==> config.mk <==
export PLATFORM = sky130hd
export DESIGN_NAME = window_gen
export DESIGN_NICKNAME = d
export VERILOG_FILES = /design/src/hdl/bicubic_pkg.sv /design/src/hdl/line_delay.sv /design/src/hdl/window_gen.sv
export SDC_FILE = /design/constraint.sdc
export NUM_CORES = 1
export LEC_CHECK = 0
export ABC_AREA = 1
export BUFFER_PORTS_ARGS = -buffer_cell sky130_fd_sc_hd__buf_2
export CORE_MARGIN = 2
export CORE_UTILIZATION = 55
export CTS_CLUSTER_DIAMETER = 120
export CTS_CLUSTER_SIZE = 14
export DETAILED_ROUTE_END_ITERATION = 7
export PLACE_DENSITY_LB_ADDON = 0.05
export SETUP_SLACK_MARGIN = 0.1
export SLEW_MARGIN = 20
export SYNTH_ARGS = -nofsm -noshare
export SYNTH_HDL_FRONTEND = slang
export SYNTH_SLANG_ARGS = --single-unit
==> constraint.sdc <==
create_clock -name clk -period 80.6 [get_ports clk]
set_input_delay 12.09 -clock clk [delete_from_list [all_inputs] [get_ports clk]]
set_output_delay 12.09 -clock clk [all_outputs]
set_load 0.01 [all_outputs]
==> src/hdl/bicubic_pkg.sv <==
package bicubic_pkg;

    localparam int img_width  = 11;
    localparam int img_height = 6;
    localparam int pad_cols   = 3;

    // one padded source row as it arrives on the pixel stream
    localparam int row_len = img_width + pad_cols;

    // three rows plus four pixels fill the 4x4 array
    localparam int preload_pixels = 3 * row_len + 4;
    localparam int total_pixels   = (img_height + 3) * row_len;

    // 4 sub-columns per output column
    localparam int bank_depth = 4 * img_width;
    localparam int bank_aw    = $clog2(bank_depth);

    typedef logic [23:0]                         pixel_t;
    typedef logic [9:0]                          col_t;
    typedef logic [9:0]                          row_t;
    typedef logic [bank_aw-1:0]                  bank_addr_t;
    typedef logic [1:0]                          sub_t;
    typedef logic [$clog2(total_pixels + 1)-1:0] pix_cnt_t;

    typedef enum logic [2:0] {
        rd_idle,
        rd_load,
        rd_prime,
        rd_stream,
        rd_last
    } rd_state_t;

endpackage

==> src/hdl/line_delay.sv <==
`timescale 1ns/1ps

module line_delay #(
    parameter int depth = bicubic_pkg::img_width + bicubic_pkg::pad_cols - 4
) (
    input  logic                clk,
    input  logic                shift_en,
    input  bicubic_pkg::pixel_t din,
    output bicubic_pkg::pixel_t dout
);
    import bicubic_pkg::*;

    pixel_t taps [depth];

    always_ff @(posedge clk) begin
        if (shift_en) begin
            taps[0] <= din;
            for (int i = 1; i < depth; i++) begin
                taps[i] <= taps[i-1];
            end
        end
    end

    // oldest tap feeds the right end of the next array row
    assign dout = taps[depth-1];

endmodule

==> src/hdl/window_gen.sv <==
`timescale 1ns/1ps

module window_gen (
    input  logic                clk,
    input  logic                rst_n,
    input  logic                pix_valid,
    output logic                pix_ready,
    input  bicubic_pkg::pixel_t pix_data,
    output logic                win_valid,
    input  logic                win_ready,
    output bicubic_pkg::pixel_t win_data [16]
);
    import bicubic_pkg::*;

    pixel_t   ld_out [3];
    pix_cnt_t pix_cnt;
    col_t     col;
    row_t     row;
    logic     started;
    logic     preloaded;
    logic     in_done;
    logic     active;
    logic     in_window;
    logic     pix_take;
    logic     shift_en;

    assign preloaded = pix_cnt >= pix_cnt_t'(preload_pixels);
    assign in_done   = pix_cnt == pix_cnt_t'(total_pixels);
    assign active    = started && preloaded && row < row_t'(img_height);
    assign in_window = col < col_t'(img_width);

    // source used up, the last steps of the final row run without pixels
    assign win_valid = active && in_window && (pix_valid || in_done);

    always_comb begin
        if (in_done)
            pix_ready = 1'b0;
        else if (active)
            pix_ready = in_window ? win_valid && win_ready : pix_valid;
        else
            pix_ready = started && !preloaded;
    end

    assign pix_take = pix_valid && pix_ready;
    assign shift_en = pix_take || (in_done && active && (!in_window || win_ready));

    always_ff @(posedge clk or negedge rst_n) begin
        if (!rst_n) begin
            started <= 1'b0;
            pix_cnt <= '0;
            col     <= '0;
            row     <= '0;
        end else begin
            started <= 1'b1;
            if (pix_take)
                pix_cnt <= pix_cnt + 1'b1;
            // three padding steps close each row
            if (shift_en && active) begin
                if (col == col_t'(row_len - 1)) begin
                    col <= '0;
                    row <= row + 1'b1;
                end else begin
                    col <= col + 1'b1;
                end
            end
        end
    end

    // p1..p4 oldest row, p16 newest pixel
    always_ff @(posedge clk) begin
        if (shift_en) begin
            for (int r = 0; r < 4; r++) begin
                for (int c = 0; c < 3; c++) begin
                    win_data[r*4 + c] <= win_data[r*4 + c + 1];
                end
            end
            for (int r = 0; r < 3; r++) begin
                win_data[r*4 + 3] <= ld_out[r];
            end
            win_data[15] <= pix_data;
        end
    end

    for (genvar i = 0; i < 3; i++) begin : g_line
        line_delay #(.depth(row_len - 4)) u_delay (
            .clk     (clk),
            .shift_en(shift_en),
            .din     (win_data[i*4 + 4]),
            .dout    (ld_out[i])
        );
    end

endmodule

==> impl_metrics.yaml, run 1 <==
clock_network:
  cts_buffers: 90
  clock_latency_ps: 610
  path_clk_slew_ps: 60
  clock_sinks: 1132
  cts_tree: "built"
  holdBufCountCts: 0
  root_buffer: "clkbuf_16"
  clock_path_buffers: 3
  h-tree-depth: 3
  cts-resized-gates: 0
  post_cts_buffers: 0
power:
  peakVddDrop_mv: 0.0185
  p_leak_nw: 14.0
  p_total_mw: 1.09
  power_density_nw_per_um2: 27.0
floorplan:
  start_util_pct: 55.3
  rows: 92
  chipHeight_um: 255
  coreArea_um2: 62700
  fp.dieW_um: 255
  die-area_um2: 65100
  io-pin-count: 414
cells_and_area:
  final_common_cell: "edfxtp_1"
  nets: 1819
  layout_common_cells: "edfxtp_1, buf_2, clkbuf_16"
  diodes: 0
  drive_above_1_share_pct: 30.5
  num-fill-cells: 4202
  area_delta_synth_final_pct: 16.1
route:
  ant_nets: 0
  drtIter0Drc: 1014
  drc: 0
  via_per_inst: 4.94
  vias: 13100
  dr.pass1.iters: 4
  wl_per_cell_um: 17.2
  routed_wirelength_um: 45600
timing:
  rsz0062_at_grt: "false"
  finalHoldViolCount: 0
  fmax_ghz: 0.0400
  tightest_slew_ps: 1070
  setup_viol: 0
  clock_skew_ps: 17.6
  finalSetupTns_ps: 0
  holdWs_ps: 379
  maxSlewHeadroom_pct: 28.4
  maxSlewViolCount: 0
  fin_crit_ps: 25010
  fin_crit_sh_pct: 31.0
logic_synthesis:
  syn_nets: 1309
  syn_inst: 1276
  yosysSeqAreaShare_pct: 97.5
  avgSynthCellArea_um2: 27.2
  ys_warn_count: 0
  synth_cell_types: 35
  synth_area_um2: 34700
  ys_ff_latch: 1132
critical_path:
  startpoint_type: "input pin"
  worstPathMaxFanout: 3
  required_ps: 68510
  critical_path_class: "input pin to output pin"
  crit_arrival_ps: 12920
  end_kind: "output pin"
place:
  dp_hpwl_um: 26400
  gp_congestion: 0.735
  numPortBuffers: 413
global_route:
  grt_max_degree: 95
  grt-ovfl-total: 0
  grt_pass1_wl_um: 69000
  track_usage_pct: 13.7
  grt_pass1_vias: 12800
  antenna_found_initial: 1
run_status:
  outcome: "finished clean"
run:
  maxCapViolCount: 0
worst_hold_path:
  min_path_type: "flip-flop to flip-flop"
-- critical path: stages --
cell	delay (ps)
buf_2	90
nand3b_2	240
nand2_1	80
nand2_1	90
and2_2	200
buf_2	130
-- through the flow --
step	instances	util [%]	area, um^2	setup slack [ps]
2_1_floorplan	1276	-	34700	42560
3_3_place_gp	2540	60.4	37900	55570
3_5_place_dp	2540	60.4	37900	55590
4_1_cts	2649	64.2	40300	55580
5_1_grt	2649	64.2	40300	55500
6_report	2649	64.2	40300	55590
-- layer usage --
metal | part of all wire, % | global-route usage [%] | vias up
met5 | 0 | 0 | -
met4 | 2.5 | 5.88 | 0
met3 | 7.4 | 3.97 | 78
met2 | 46 | 20.0 | 368
met1 | 44 | 19.7 | 6586
li1 | - | - | 6042
-- Yosys cell counts --
cell type / n / share of area, %
a21oi_1: 5 / 0.072
and2_0: 1 / 0.018
and2_2: 1 / 0.022
buf_6: 1 / 0.032
clkbuf_1: 7 / 0.076
conb_1: 1 / 0.011
dfrtp_1: 28 / 2.0
edfxtp_1: 1104 / 96
ha_1: 5 / 0.18
inv_1: 14 / 0.15
inv_2: 1 / 0.011
inv_4: 1 / 0.018
nand2_1: 33 / 0.36
nand2_2: 3 / 0.054
nand3_1: 10 / 0.14
nand3_2: 1 / 0.029
nand3_4: 1 / 0.050
nand3b_1: 1 / 0.022
nand3b_2: 1 / 0.032
nand4_1: 3 / 0.054
nor2_1: 21 / 0.23
nor2_2: 4 / 0.072
nor2_4: 5 / 0.16
nor2_8: 2 / 0.12
nor3_1: 1 / 0.014
o2111a_1: 1 / 0.032
o211ai_4: 1 / 0.061
o21ai_0: 1 / 0.014
o21ai_1: 1 / 0.014
o21ai_2: 6 / 0.15
o22ai_1: 1 / 0.018
or2_1: 1 / 0.018
or2_2: 1 / 0.018
xnor2_1: 3 / 0.076
xor2_1: 5 / 0.13
-- registers in the layout, indices dropped and copies added (netlist names) --
signal               flops
pix_cnt                  7
row                     10
g_line.u_delay.taps    720
win_data               384
col                     10
started                  1
-- power by group --
| part | leakage [nW] | switching, mW | total [mW] | internal, mW |
|---|---|---|---|---|
| Sequential | 10.7 | 0.00873 | 0.680 | 0.671 |
| Clock | 1.16 | 0.176 | 0.379 | 0.203 |
| Combinational | 2.14 | 0.0200 | 0.0277 | 0.00773 |
| Total | 14.0 | 0.205 | 1.09 | 0.881 |
-- kinds of logic after synthesis --
kind of cell,after synthesis,share of synthesized area (%)
DFF,1132,97.5
and+or+nand+nor,90,1.41
buffers and inverters,24,0.288
AOI/OAI and AO/OA,16,0.364
xor gates and xnor gates,8,0.202
adders and majority gates,5,0.180
other,1,0.0108
-- path summary, 6_finish.rpt --
path	cells after the start	startpoint	endpoint	slack, ps
hold / removal	0	row[5]	row[5]	380
min in group asynchronous	1	rst_n	col[5]	11500
setup / recovery	6	win_ready	pix_ready	55590
max in group asynchronous	1	rst_n	row[6]	68680
hold reg to reg	0	row[5]	row[5]	380
setup reg to reg	14	pix_cnt[0]	g_line[2].u_delay.taps[0][5]	74630
-- area by class of cell --
type	count	area, um^2	area share, %
flip-flops and latches	1132	33900	84.0
clock buffers	106	2340	5.82
repair buffers	426	2180	5.42
well taps	846	1060	2.63
multi-input cells	120	759	1.89
inverters	16	62.6	0.155
clock inverters	3	26.3	0.0652
(Power assumes the default switching activity.)
==> inputs of run 2 (changes only) <==
- CORE_UTILIZATION: 55 -> 51
- clock period: 80.6 -> 20.1 ns (I/O delays scaled with it)
==> run 2 against run 1 <==
  * Sequential share of layout area decreased by 0.35 points
  * Setup slack got worse by 42000 ps
  * Critical path depth unchanged
  * Cell area increased by 0.41%
  * Largest cell class unchanged
  * Largest power group unchanged
==> impl_metrics.yaml, run 2 (same netlist as run 1, synthesis figures left out) <==
run_status:
  outcome: "finished clean"
worst_hold_path:
  holdPathEnd: "row[6]"
  hold_depth: 0
  hp-start: "row[6]"
  min_path_type: "flip-flop to flip-flop"
global_route:
  grt.met3_usage_pct: 3.90
  grt-ovfl-total: 0
  grt_pass1_vias: 12900
  track_usage_pct: 12.9
  busiest_layer: "met2"
  grt_use_met1_pct: 18.6
  grtUsageMet2_pct: 18.9
  grt_max_degree: 125
  antenna_found_initial: 2
  grt_pass1_wl_um: 71200
timing:
  finalSetupTns_ps: 0
  fin_crit_sh_pct: 34.3
  rsz0062_at_grt: "false"
  setup_viol: 0
  fin_crit_ps: 6890
  fmax_ghz: 0.145
  maxSlewViolCount: 0
  maxSlewHeadroom_pct: 28.6
  setup_slack_ps: 13210
  tightest_slew_ps: 1070
  clock_skew_ps: 18.4
  finalHoldViolCount: 0
cells_and_area:
  nets: 1819
  drive_above_1_share_pct: 30.4
  area_delta_synth_final_pct: 16.6
  largest_register: "g_line.u_delay.taps"
  largest_register_ffs: 720
  layout_common_cells: "edfxtp_1, buf_2, clkbuf_16"
  final_common_cell: "edfxtp_1"
  top_regs: "g_line.u_delay.taps (720), win_data (384)"
clock_network:
  path_clk_slew_ps: 70
  cts_tree: "built"
  root_buffer: "clkbuf_16"
  cts-resized-gates: 0
  clock_sinks: 1132
  cts_buffers: 90
  post_cts_buffers: 0
  clock_latency_ps: 630
  h-tree-depth: 3
  clock_path_buffers: 3
  holdBufCountCts: 0
critical_path:
  path_cells: "buf_2 > nand3b_2 > nand2_1 > nand2_1 > and2_2 > buf_2"
  r2r_cells: 13
  r2r_setup_slack_ps: 14820
  r2r-end: "win_data[163]"
  cp.depth: 6
  cpLargestDelayFamily: "simple AND/OR/NAND/NOR gates"
  worstSetupStartpoint: "win_ready"
  crit_path_top_delay_cell: "nand3b_2"
  critical_path_class: "input pin to output pin"
  slowest_delay_ps: 240
  worstReg2RegStart: "pix_cnt[0]"
  crit_buf_inv: 2
  required_ps: 17090
  worstPathMaxFanout: 3
  startpoint_type: "input pin"
  end_kind: "output pin"
  crit_arrival_ps: 3870
floorplan:
  fp.dieW_um: 265
  start_util_pct: 51.6
  rows: 95
  coreArea_um2: 67300
  die-area_um2: 70200
  io-pin-count: 414
  chipHeight_um: 265
route:
  drc: 0
  dr.pass1.iters: 5
  routed_wirelength_um: 46100
  via_per_inst: 4.90
  wl_per_cell_um: 17.1
  drtIter0Drc: 1251
  vias: 13200
  ant_nets: 0
power:
  power_density_nw_per_um2: 109
  peakVddDrop_mv: 0.0784
  p_comb_share_pct: 2.5
  p_leak_nw: 14.1
  p_switching_mw: 0.845
  clkPwrFrac_pct: 35.6
  switching_share_pct: 19.2
  seq_power_share_pct: 61.9
  p_int_mw: 3.56
place:
  gp_congestion: 0.785
  place_ws_ps: 12370
  dp_hpwl_um: 26400
  numPortBuffers: 413
run:
  maxCapViolCount: 0
run 2: changes by cell type in the layout (fill, tap and decap cells not counted), sizes merged:
| cell | previous run | this run |
|---|---|---|
| clkinv | 0 | 3 |
| clkbuf | 106 | 118 |
| inv | 19 | 18 |
| diode | 0 | 1 |
run 2: area by class of cell:
class	count	area, um^2
Tap cell	873	1090
Multi-Input combinational cell	120	768
Fill cell	4729	26800
Clock buffer	118	2420
Timing Repair Buffer	426	2190
Inverter	16	62.6
Clock inverter	5	65.1
Antenna cell	1	2.50
Sequential cell	1132	33900
run 2: through the flow:
step	instances	hold slack [ps]	cell area, um^2	total power [mW]	util [%]
3_5_place_dp	2567	366	38000	2.89	56.4
5_1_grt	2690	393	40500	4.58	60.1
3_3_place_gp	2566	367	37900	2.88	56.4
4_1_cts	2690	381	40400	4.48	60.1
6_report	2691	378	40500	4.40	60.1
2_1_floorplan	1276	400	34700	2.90	-
run 2: worst max-delay path by stage:
stage                                               end  slack, ps
after floorplan            g_line[0].u_delay.taps[0][0]       2410
after global placement    g_line[2].u_delay.taps[6][23]      12520
after detailed placement                   win_data[12]      12370
after CTS                                  win_data[36]      13090
after global routing                      win_data[163]      12920
final                                         pix_ready      13210
run 2: routing by layer:
metal	share of wire (%)	vias to the layer above	routed length (um)
met1	45	6659	20900
met3	6.3	106	2920
met4	2.8	2	1310
met2	45	365	21000
li1	-	6062	-
met5	0.026	-	12
run 2: power by group through the flow:
stage | registers [mW] | logic (mW) | clock network (mW)
CTS | 2.73 | 0.114 | 1.64
global route | 2.73 | 0.122 | 1.72
global placement | 2.77 | 0.110 | 0
finish | 2.73 | 0.111 | 1.57
detailed placement | 2.78 | 0.114 | 0
floorplan | 2.85 | 0.0493 | 0
