==> config.mk <==
export PLATFORM = sky130hd
export DESIGN_NAME = result_store_ctrl_flat
export DESIGN_NICKNAME = d
export VERILOG_FILES = /design/src/hdl/bicubic_pkg.sv /design/src/hdl/bank_if.sv /design/src/hdl/result_store_ctrl.sv /design/src/flat_wrapper.sv
export SDC_FILE = /design/constraint.sdc
export NUM_CORES = 1
export LEC_CHECK = 0
export BUFFER_PORTS_ARGS = -buffer_cell sky130_fd_sc_hd__buf_2
export CORE_MARGIN = 4
export CORE_UTILIZATION = 44
export CTS_CLUSTER_DIAMETER = 200
export CTS_CLUSTER_SIZE = 20
export DETAILED_ROUTE_END_ITERATION = 16
export PLACE_DENSITY_LB_ADDON = 0.1
export SYNTH_ARGS = -nofsm -noshare
export SYNTH_HDL_FRONTEND = slang
export SYNTH_SLANG_ARGS = --single-unit
==> constraint.sdc <==
create_clock -name clk -period 1.9 [get_ports clk]
set_input_delay 0.285 -clock clk [delete_from_list [all_inputs] [get_ports clk]]
set_output_delay 0.285 -clock clk [all_outputs]
set_load 0.03 [all_outputs]
==> src/hdl/bicubic_pkg.sv <==
package bicubic_pkg;

    localparam int img_width  = 11;
    localparam int img_height = 6;
    localparam int pad_cols   = 3;

    // one padded source row as it arrives on the pixel stream
    localparam int row_len = img_width + pad_cols;

    // three rows plus four pixels fill the 4x4 array
    localparam int preload_pixels = 3 * row_len + 4;
    localparam int total_pixels   = (img_height + 3) * row_len;

    // 4 sub-columns per output column
    localparam int bank_depth = 4 * img_width;
    localparam int bank_aw    = $clog2(bank_depth);

    typedef logic [23:0]                         pixel_t;
    typedef logic [9:0]                          col_t;
    typedef logic [9:0]                          row_t;
    typedef logic [bank_aw-1:0]                  bank_addr_t;
    typedef logic [1:0]                          sub_t;
    typedef logic [$clog2(total_pixels + 1)-1:0] pix_cnt_t;

    typedef enum logic [2:0] {
        rd_idle,
        rd_load,
        rd_prime,
        rd_stream,
        rd_last
    } rd_state_t;

endpackage

==> src/hdl/bank_if.sv <==
`timescale 1ns/1ps

interface bank_if;
    import bicubic_pkg::*;

    logic       wr_en;
    bank_addr_t wr_addr;
    sub_t       wr_line;
    pixel_t     wdata;
    logic       rd_en;
    bank_addr_t rd_addr;
    sub_t       rd_line;
    // group of four banks on the write side, the other group is read
    logic       wr_half;
    pixel_t     rdata;

    modport ctrl (
        output wr_en, wr_addr, wr_line, wdata,
        output rd_en, rd_addr, rd_line, wr_half,
        input  rdata
    );

    modport banks (
        input  wr_en, wr_addr, wr_line, wdata,
        input  rd_en, rd_addr, rd_line, wr_half,
        output rdata
    );

endinterface

==> src/hdl/result_store_ctrl.sv <==
`timescale 1ns/1ps

module result_store_ctrl (
    input  logic                clk,
    input  logic                rst_n,
    input  logic                res_valid,
    output logic                res_ready,
    input  bicubic_pkg::pixel_t res_data,
    output logic                out_valid,
    input  logic                out_ready,
    output bicubic_pkg::pixel_t out_data,
    bank_if.ctrl                bus
);
    import bicubic_pkg::*;

    rd_state_t  rd_state;
    sub_t       wr_sub;
    sub_t       wr_line;
    col_t       wr_col;
    logic       wr_half;
    logic       wr_full;
    logic       res_en;
    logic       res_hs;
    logic       row_end;
    logic       swap;
    bank_addr_t rd_addr;
    sub_t       rd_line;
    logic       rd_pend;
    logic       rd_issue;
    logic       rd_final;
    row_t       rd_rows;

    assign res_hs  = res_valid && res_ready;
    assign row_end = res_hs && wr_sub == 2'd3 && wr_line == 2'd3
                  && wr_col == col_t'(img_width - 1);
    // halves trade places only while the read side is idle
    assign swap    = (row_end || wr_full) && rd_state == rd_idle;

    assign res_ready = res_en && !wr_full && rd_rows != row_t'(img_height);

    always_ff @(posedge clk or negedge rst_n) begin
        if (!rst_n) begin
            res_en  <= 1'b0;
            wr_sub  <= '0;
            wr_line <= '0;
            wr_col  <= '0;
            wr_half <= 1'b0;
            wr_full <= 1'b0;
        end else begin
            res_en <= 1'b1;
            // result k goes to sub-line k/4, sub-column k%4
            if (res_hs) begin
                wr_sub <= wr_sub + 1'b1;
                if (wr_sub == 2'd3) begin
                    wr_line <= wr_line + 1'b1;
                    if (wr_line == 2'd3)
                        wr_col <= (wr_col == col_t'(img_width - 1)) ? '0 : wr_col + 1'b1;
                end
            end
            if (swap)
                wr_half <= ~wr_half;
            wr_full <= (wr_full || row_end) && !swap;
        end
    end

    assign bus.wr_en   = res_hs;
    assign bus.wr_addr = bank_addr_t'({wr_col, wr_sub});
    assign bus.wr_line = wr_line;
    assign bus.wdata   = res_data;
    assign bus.wr_half = wr_half;

    // one read in flight, and only into a free output register
    assign rd_issue = (rd_state == rd_prime || rd_state == rd_stream)
                   && !rd_pend && (!out_valid || out_ready);
    assign rd_final = rd_line == 2'd3 && rd_addr == bank_addr_t'(bank_depth - 1);

    always_ff @(posedge clk or negedge rst_n) begin
        if (!rst_n) begin
            rd_state <= rd_idle;
            rd_addr  <= '0;
            rd_line  <= '0;
            rd_pend  <= 1'b0;
            rd_rows  <= '0;
        end else begin
            rd_pend <= rd_issue;
            case (rd_state)
                rd_idle: begin
                    if (swap)
                        rd_state <= rd_load;
                end
                rd_load: begin
                    rd_addr  <= '0;
                    rd_line  <= '0;
                    rd_state <= rd_prime;
                end
                rd_prime: begin
                    if (rd_issue)
                        rd_state <= rd_stream;
                end
                rd_stream: begin
                    if (rd_issue && rd_final)
                        rd_state <= rd_last;
                end
                rd_last: begin
                    // last word landed, banks are free to swap
                    if (!rd_pend) begin
                        rd_state <= rd_idle;
                        rd_rows  <= rd_rows + 1'b1;
                    end
                end
                default: rd_state <= rd_idle;
            endcase
            if (rd_issue) begin
                if (rd_addr == bank_addr_t'(bank_depth - 1)) begin
                    rd_addr <= '0;
                    rd_line <= rd_line + 1'b1;
                end else begin
                    rd_addr <= rd_addr + 1'b1;
                end
            end
        end
    end

    assign bus.rd_en   = rd_issue;
    assign bus.rd_addr = rd_addr;
    assign bus.rd_line = rd_line;

    always_ff @(posedge clk or negedge rst_n) begin
        if (!rst_n)
            out_valid <= 1'b0;
        else if (rd_pend)
            out_valid <= 1'b1;
        else if (out_ready)
            out_valid <= 1'b0;
    end

    always_ff @(posedge clk) begin
        if (rd_pend)
            out_data <= bus.rdata;
    end

endmodule

==> src/flat_wrapper.sv <==
// flat-port wrapper written by rule: the top's interface ports become plain ports
module result_store_ctrl_flat import bicubic_pkg::*;
  (clk, rst_n, res_valid, res_ready, res_data, out_valid, out_ready, out_data, bus_wr_en, bus_wr_addr, bus_wr_line, bus_wdata, bus_rd_en, bus_rd_addr, bus_rd_line, bus_wr_half, bus_rdata);
  bank_if bus_i ();
  input  logic clk;
  input  logic rst_n;
  input  logic res_valid;
  output logic res_ready;
  input  bicubic_pkg::pixel_t res_data;
  output logic out_valid;
  input  logic out_ready;
  output bicubic_pkg::pixel_t out_data;
  output wire logic [$bits(bus_i.wr_en)-1:0] bus_wr_en;
  output wire logic [$bits(bus_i.wr_addr)-1:0] bus_wr_addr;
  output wire logic [$bits(bus_i.wr_line)-1:0] bus_wr_line;
  output wire logic [$bits(bus_i.wdata)-1:0] bus_wdata;
  output wire logic [$bits(bus_i.rd_en)-1:0] bus_rd_en;
  output wire logic [$bits(bus_i.rd_addr)-1:0] bus_rd_addr;
  output wire logic [$bits(bus_i.rd_line)-1:0] bus_rd_line;
  output wire logic [$bits(bus_i.wr_half)-1:0] bus_wr_half;
  input wire logic [$bits(bus_i.rdata)-1:0] bus_rdata;
  assign bus_wr_en = bus_i.wr_en;
  assign bus_wr_addr = bus_i.wr_addr;
  assign bus_wr_line = bus_i.wr_line;
  assign bus_wdata = bus_i.wdata;
  assign bus_rd_en = bus_i.rd_en;
  assign bus_rd_addr = bus_i.rd_addr;
  assign bus_rd_line = bus_i.rd_line;
  assign bus_wr_half = bus_i.wr_half;
  assign bus_i.rdata = bus_rdata;
  result_store_ctrl u_core (.clk(clk), .rst_n(rst_n), .res_valid(res_valid), .res_ready(res_ready), .res_data(res_data), .out_valid(out_valid), .out_ready(out_ready), .out_data(out_data), .bus(bus_i));
endmodule
==> results of run 1 <==
[critical path, delay by kind of cell (launching register included)]
family	cells	cell delay [ns]
simple gates	3	0.47
flops	1	0.35
buf+inv	2	0.23
fa+ha+maj	1	0.19
[timing repair]
| action | in CTS | in global routing |
|---|---|---|
| endpoints found under the setup margin | 4 | 4 |
| pin swaps | 1 | 5 |
| resized for setup | 12 | 5 |
| endpoints found under the hold margin | 0 | 0 |
| buffers inserted | 1 | 9 |
[sequential cells by signal, summed over array words and instances (netlist names), 2 cells and up]
register	cells
u_core.bus.rd_line	2
u_core.wr_sub	2
u_core.rd_state	3
u_core.wr_col	10
u_core.rd_rows	10
u_core.bus.rd_addr	6
u_core.bus.wr_line	2
u_core.out_data	24
[power breakdown]
group,internal [mW],switching [mW],leakage [nW],total (mW)
logic,0.168,0.244,0.869,0.412
clock network,0.605,0.547,0.0933,1.15
registers,1.49,0.0386,0.738,1.53
total,2.27,0.830,1.70,3.10
[cell usage in the layout, fill, tap and decap left out, types with 5 or more instances in the layout]
master	n
xnor2_1	13
nor3_1	6
clkbuf_8	9
nand2_1	13
and4_1	5
inv_1	6
o21ai_0	9
ha_1	8
buf_2	70
dfrtp_2	6
dfrtp_1	34
buf_4	26
edfxtp_1	24
xor2_1	7
nand3_1	10
nand4_1	10
nor2_1	8
[layout make-up]
type                            count  share of cell area, %
Timing Repair Buffer               97                   15.0
Clock inverter                      7                   1.93
Clock buffer                        9                   3.34
Inverter                            6                  0.608
Sequential cell                    64                   46.7
Multi-Input combinational cell    145                   29.8
Tap cell                           77                   2.60
[cell families (layout without fill, tap and decap cells)]
group,after synthesis,count (layout)
AND/OR/NAND/NOR,84,84
buffers and inverters,38,119
adder cells (fa/ha/maj),8,8
AO/OA/AOI/OAI,27,27
flip-flops,64,64
XOR/XNOR,20,20
multiplexers,5,5
other,1,1
[how the worst max path moves through the flow]
stage          slack (ns)                              start                        endpoint
2_1_floorplan       0.009  u_core.bus.wr_line[0]$_DFFE_PN0N_  u_core.bus.wr_half$_DFFE_PN0P_
3_3_place_gp        0.005       u_core.wr_col[0]$_DFFE_PN0P_  u_core.bus.wr_half$_DFFE_PN0P_
3_5_place_dp        -0.08       u_core.wr_col[1]$_DFFE_PN0P_  u_core.bus.wr_half$_DFFE_PN0P_
4_1_cts          0.000001      u_core.rd_rows[6]$_DFFE_PN0P_                       res_ready
5_1_grt             -0.05           u_core.wr_full$_DFF_PN0_                       bus_wr_en
6_report             0.05      u_core.rd_rows[0]$_DFFE_PN0P_                       res_ready
[metrics by stage]
| step | TNS, ns | worst slack, ns | hold WS [ns] | instances |
|---|---|---|---|---|
| after floorplan | 0 | 0.00878 | -0.0106 | 247 |
| after global placement | 0 | 0.00508 | 0.365 | 379 |
| after detailed placement | -0.0761 | -0.0761 | 0.378 | 379 |
| after CTS | 0 | 0.00000122 | 0.00868 | 396 |
| after global routing | -0.0749 | -0.0455 | 0.0375 | 405 |
| final | 0 | 0.0489 | -0.0133 | 405 |
[metal layers]
metal  vias to the layer above  track usage (%)  wire length (microns)
met1                       994             19.3                   2750
met2                        48             25.8                   2960
met5                         -                0                      0
met4                         0             7.91                    144
met3                        21             3.25                    278
li1                       1024                -                      -
==> impl_metrics.csv, run 1 <==
group,metric,value,unit
synth,yosys_register_bits,64,
synth,syn_area,3020,sq um
global_routing,grt_antenna_before_repair,0,
critical_path,reg2reg_depth,6,
sta,rsz0062_at_grt,"yes",
critical_path,path_cells,"inv_1 > ha_1 > nor2b_4 > and3_4 > nor3b_2 > buf_4",
drt,routed_via_density,5.15,
synth,yosysMostFrequentCell,"dfrtp_1",
global_routing,gr-total-overflow,0,
die,rows,29,
clocking,cts_made_buffers,9,
finish,multi_input_area,1100,sq um
critical_path,cp-end-kind,"primary output",
synth,yosys_most_used_dff,"dfrtp_1",
synth,synth_top_family_by_area,"simple AND/OR/NAND/NOR gates",
synth,synth.top_cell.area_share,33.2,%
synth,synth_area_leaders,"dfrtp_1 33%, edfxtp_1 24%, buf_4 7.0%",
finish,post-route-cell-area,3700,sq um
pwr,total_power,3.10,mW
clocking,cts_tree,"built",
die,io_pins,121,
die,fp.dieW,90.8,microns
clocking,clockBufferDepth,2,
global_routing,grtUsageTotal,15.6,%
drt,drtPass1Iterations,4,
die,start_util,46.5,%
critical_path,worst_ep_required_time,1.62,ns
synth,synthXorXnorAreaFrac,5.80,%
finish,drive_gt1_share,41.2,%
synth,synth_compound_area_share,6.30,%
sta,max_freq,540,MHz
finish,fill_cells,536,
critical_path,path_max_fanout,3,
synth,synth_edf_count,24,
sta,post-route-period-util,97.4,%
finish,n_antenna_cell,0,
finish,final_util,57.0,%
critical_path,reg2reg_to,"u_core.bus.wr_half$_DFFE_PN0P_",
min_path,hold_class,"in -> async",
placed_design,dpl_cell_area,3370,sq um
critical_path,r2r_slack,0.06,ns
global_routing,grt_pass1_vias,2053,
sta,hold_ws,-0.0133,ns
sta,final-hold-violation-count,16,
placed_design,dp_hpwl,4310,microns
critical_path,r2r_start,"u_core.wr_sub[0]$_DFFE_PN0N_",
outcome,violations,"negative hold slack",
synth,synth_nets,307,
sta,max-slew-margin-rel,53.9,%
finish,syn_to_final_growth,22.7,%
critical_path,cp-start-kind,"flop",
drt,wirelength,6140,microns
synth,syn_inst,247,
synth,ys_types,46,
clocking,clk_latency,0.33,ns
synth,synth_mux_area_share,1.74,%
pwr,peakVddDrop,0.404,mV
clocking,cts_hold_buf,0,
synth,async_flop_share,62.5,%
synth,synthSimpleGateAreaFrac,17.3,%
synth,synthTopCellsByCount,"40 x dfrtp_1, 28 x buf_4, 24 x edfxtp_1",
synth,synth-adder-area-share,3.32,%
pwr,power.density,836,nW/um^2
sta,skew,0.00634,ns
finish,finalNetCount,383,
synth,synth.avg_cell_area,12.2,sq um
critical_path,slowest_stage,"dfrtp_1",
pwr,power.leakage,1.70,nW
outcome,status,"finished, violations left",
flow_run,drv_cap,0,
critical_path,worstPathArrival,1.57,ns
finish,regArea,1730,sq um
die,die-area,8250,sq um
drt,ant_nets,0,
critical_path,crit_type,"reg -> out",
die,die_h,90.8,microns
clocking,cts_num_sinks,64,
drt,wl_per_cell,15.1,microns
synth,ys_warn_count,0,
global_routing,grt_max_degree,30,
sta,slew_viol_final,0,
drt,first_iter_violations,59,
placed_design,routabilityCongestion,0.772,
die,core,6490,sq um
drt,vias,2087,
critical_path,max_stage_delay,0.35,ns
synth,yosysSeqAreaShare,57.0,%
sta,fin_crit,1.85,ns
global_routing,grt_pass1_wl,10300,microns
synth,yosysTopAreaCell,"dfrtp_1",
clocking,clk_root_buffer_cell,"clkbuf_8",
drt,drc,0,
placed_design,portBuffers,72,
sta,setup_violations,0,
clocking,clk_pin_slew,0.07,ns
clocking,htree_num_levels,3,
sta,worst_slew_pin_slew,0.692,ns
(Power assumes the default switching activity.)
==> run 2: changes to the inputs <==
==> constraint.sdc (replaced) <==
create_clock -name clk -period 1.9 [get_ports clk]
set_input_delay 0.19 -clock clk [delete_from_list [all_inputs] [get_ports clk]]
set_output_delay 0.19 -clock clk [all_outputs]
set_load 0.03 [all_outputs]
==> impl_metrics.csv, run 2 (synthesized netlist as in run 1, its figures left out) <==
group,metric,value,unit
outcome,status,"completed",
flow_run,drv_cap,0,
placed_design,routabilityCongestion,0.744,
min_path,hold_class,"in -> reg",
drt,wirelength,6200,microns
placed_design,portBuffers,72,
clocking,cts_num_sinks,64,
critical_path,path_buf_inv,1,
global_routing,grt_pass1_vias,2142,
drt,ant_nets,0,
die,io_pins,121,
placed_design,placed_cells,383,
drt,first_iter_violations,66,
finish,fill_cells,558,
die,rows,29,
drt,drc,0,
critical_path,crit_type,"reg -> out",
pwr,internal-power,2.55,mW
clocking,clk_pin_slew,0.08,ns
finish,final_cell_mix,"71 x buf_2, 36 x dfrtp_1, 26 x buf_4",
critical_path,r2r_slack,0.06,ns
critical_path,slowest_stage,"dfrtp_2",
die,core,6490,sq um
pwr,power.leakage,1.73,nW
finish,final_common_cell,"buf_2",
die,die_h,90.8,microns
clocking,clk_root_buffer_cell,"clkbuf_8",
sta,post-route-period-util,96.6,%
pwr,combPwrFrac,13.2,%
finish,syn_to_final_growth,24.3,%
global_routing,grtUsageTotal,15.4,%
die,die-area,8250,sq um
drt,vias,2108,
pwr,p_clk_share,41.6,%
critical_path,worstPathArrival,1.65,ns
sta,rsz0062_at_grt,"yes",
finish,n_antenna_cell,0,
critical_path,path_cells,"nor4_4 > and3_4 > nor3b_2 > buf_2",
drt,routed_via_density,5.18,
sta,final-hold-violation-count,0,
critical_path,path_max_fanout,5,
sta,max_freq,545,MHz
clocking,clockBufferDepth,2,
finish,biggestRegsByFlops,"u_core.out_data: 24 flops, u_core.rd_rows: 10 flops, u_core.wr_col: 10 flops",
finish,finalNetCount,385,
finish,largest-register,"u_core.out_data",
finish,post-route-cell-area,3750,sq um
pwr,power_switching,0.832,mW
critical_path,path_depth,4,
clocking,htree_num_levels,3,
critical_path,cp-start-kind,"flop",
die,start_util,46.5,%
placed_design,dpl_cell_area,3400,sq um
clocking,cts_tree,"built",
sta,slew_viol_final,0,
global_routing,gr-total-overflow,0,
critical_path,reg2reg_depth,6,
pwr,peakVddDrop,0.451,mV
sta,skew,0.0101,ns
global_routing,grt_pass1_wl,10200,microns
critical_path,cp-end-kind,"primary output",
drt,wl_per_cell,15.2,microns
min_path,min_path_cells,1,
pwr,switching_share,24.6,%
clocking,clk_latency,0.34,ns
finish,drive_gt1_share,40.3,%
critical_path,worst_ep_required_time,1.71,ns
die,fp.dieW,90.8,microns
placed_design,dp_hpwl,4410,microns
clocking,cts_made_buffers,9,
drt,drtPass1Iterations,4,
pwr,power.density,902,nW/um^2
sta,setup_violations,0,
finish,layoutNonFillerInstCount,407,
finish,largest_reg_flops,24,
critical_path,cpLargestDelayFamily,"simple AND/OR/NAND/NOR gates",
sta,fin_crit,1.84,ns
global_routing,grt_max_degree,25,
global_routing,grt_antenna_before_repair,0,
pwr,seqPwrFrac,45.2,%
critical_path,max_stage_delay,0.45,ns
[run 2: changes by cell type in the layout (fill, tap and decap cells not counted), moves of 2 or more]
cell,delta
bufinv_16,+2
dfrtp_1,+2
dfrtp_2,-2
dlygate4sd3_1,+2
[run 2: final timing paths]
| path | to | startpoint |
|---|---|---|
| hold reg to reg | u_core.bus.rd_line[0]$_DFF_PN0_ | u_core.bus.rd_line[0]$_DFF_PN0_ |
| max in group asynchronous | u_core.rd_state[1]$_DFFE_PN0P_ | rst_n |
| hold / removal | u_core.out_data[20]$_DFFE_PP_ | bus_rdata[20] |
| min in group asynchronous | u_core.rd_rows[5]$_DFFE_PN0P_ | rst_n |
| setup / recovery | res_ready | u_core.rd_rows[6]$_DFFE_PN0P_ |
| setup reg to reg | u_core.bus.wr_half$_DFFE_PN0P_ | u_core.bus.wr_line[0]$_DFFE_PN0N_ |
[run 2: per-stage QoR]
step | setup TNS, ns | power [mW] | utilization, % | hold WS (ns) | worst slack [ns]
2_1_floorplan | 0 | 1.91 | - | -0.106 | 0.00878
3_3_place_gp | 0 | 1.99 | 52.4 | 0.115 | 0.0126
3_5_place_dp | -0.0172 | 1.99 | 52.4 | 0.115 | -0.0172
4_1_cts | -0.0631 | 3.41 | 56.6 | 0.00207 | -0.0631
5_1_grt | -0.0181 | 3.54 | 57.8 | 0.000263 | -0.0113
6_report | 0 | 3.39 | 57.8 | 0.0196 | 0.0650
[run 2: cell type report]
type                    count  area [sq um]  area share (%)
clock buffers               9           124            3.30
multi-input cells         145          1090            29.2
well taps                  77          96.3            2.57
flip-flops and latches     64          1730            46.0
clock inverters             7           119            3.17
repair buffers             99           571            15.2
inverters                   6          22.5           0.600
[run 2: timing repair]
item                                   CTS  global route
endpoints found under the hold margin   12             1
resized for setup                        9             6
setup endpoints to repair                4             4
buffers inserted                         0             6
pin swaps                                1             3
hold buffers                             1             1
[run 2: layer usage]
layer  GRT usage [%]  up-vias  part of all wire [%]
met5               0        -                     0
met2            24.6       39                    48
li1                -     1027                     -
met4            6.78        0                   1.8
met1            19.8     1023                    46
met3            4.08       19                   4.7
[run 2: power groups by stage]
stage | clock network (mW) | logic [mW] | registers [mW]
2_1_floorplan | 0 | 0.249 | 1.66
3_3_place_gp | 0 | 0.434 | 1.55
3_5_place_dp | 0 | 0.435 | 1.56
4_1_cts | 1.44 | 0.441 | 1.53
5_1_grt | 1.51 | 0.490 | 1.54
6_report | 1.41 | 0.447 | 1.53
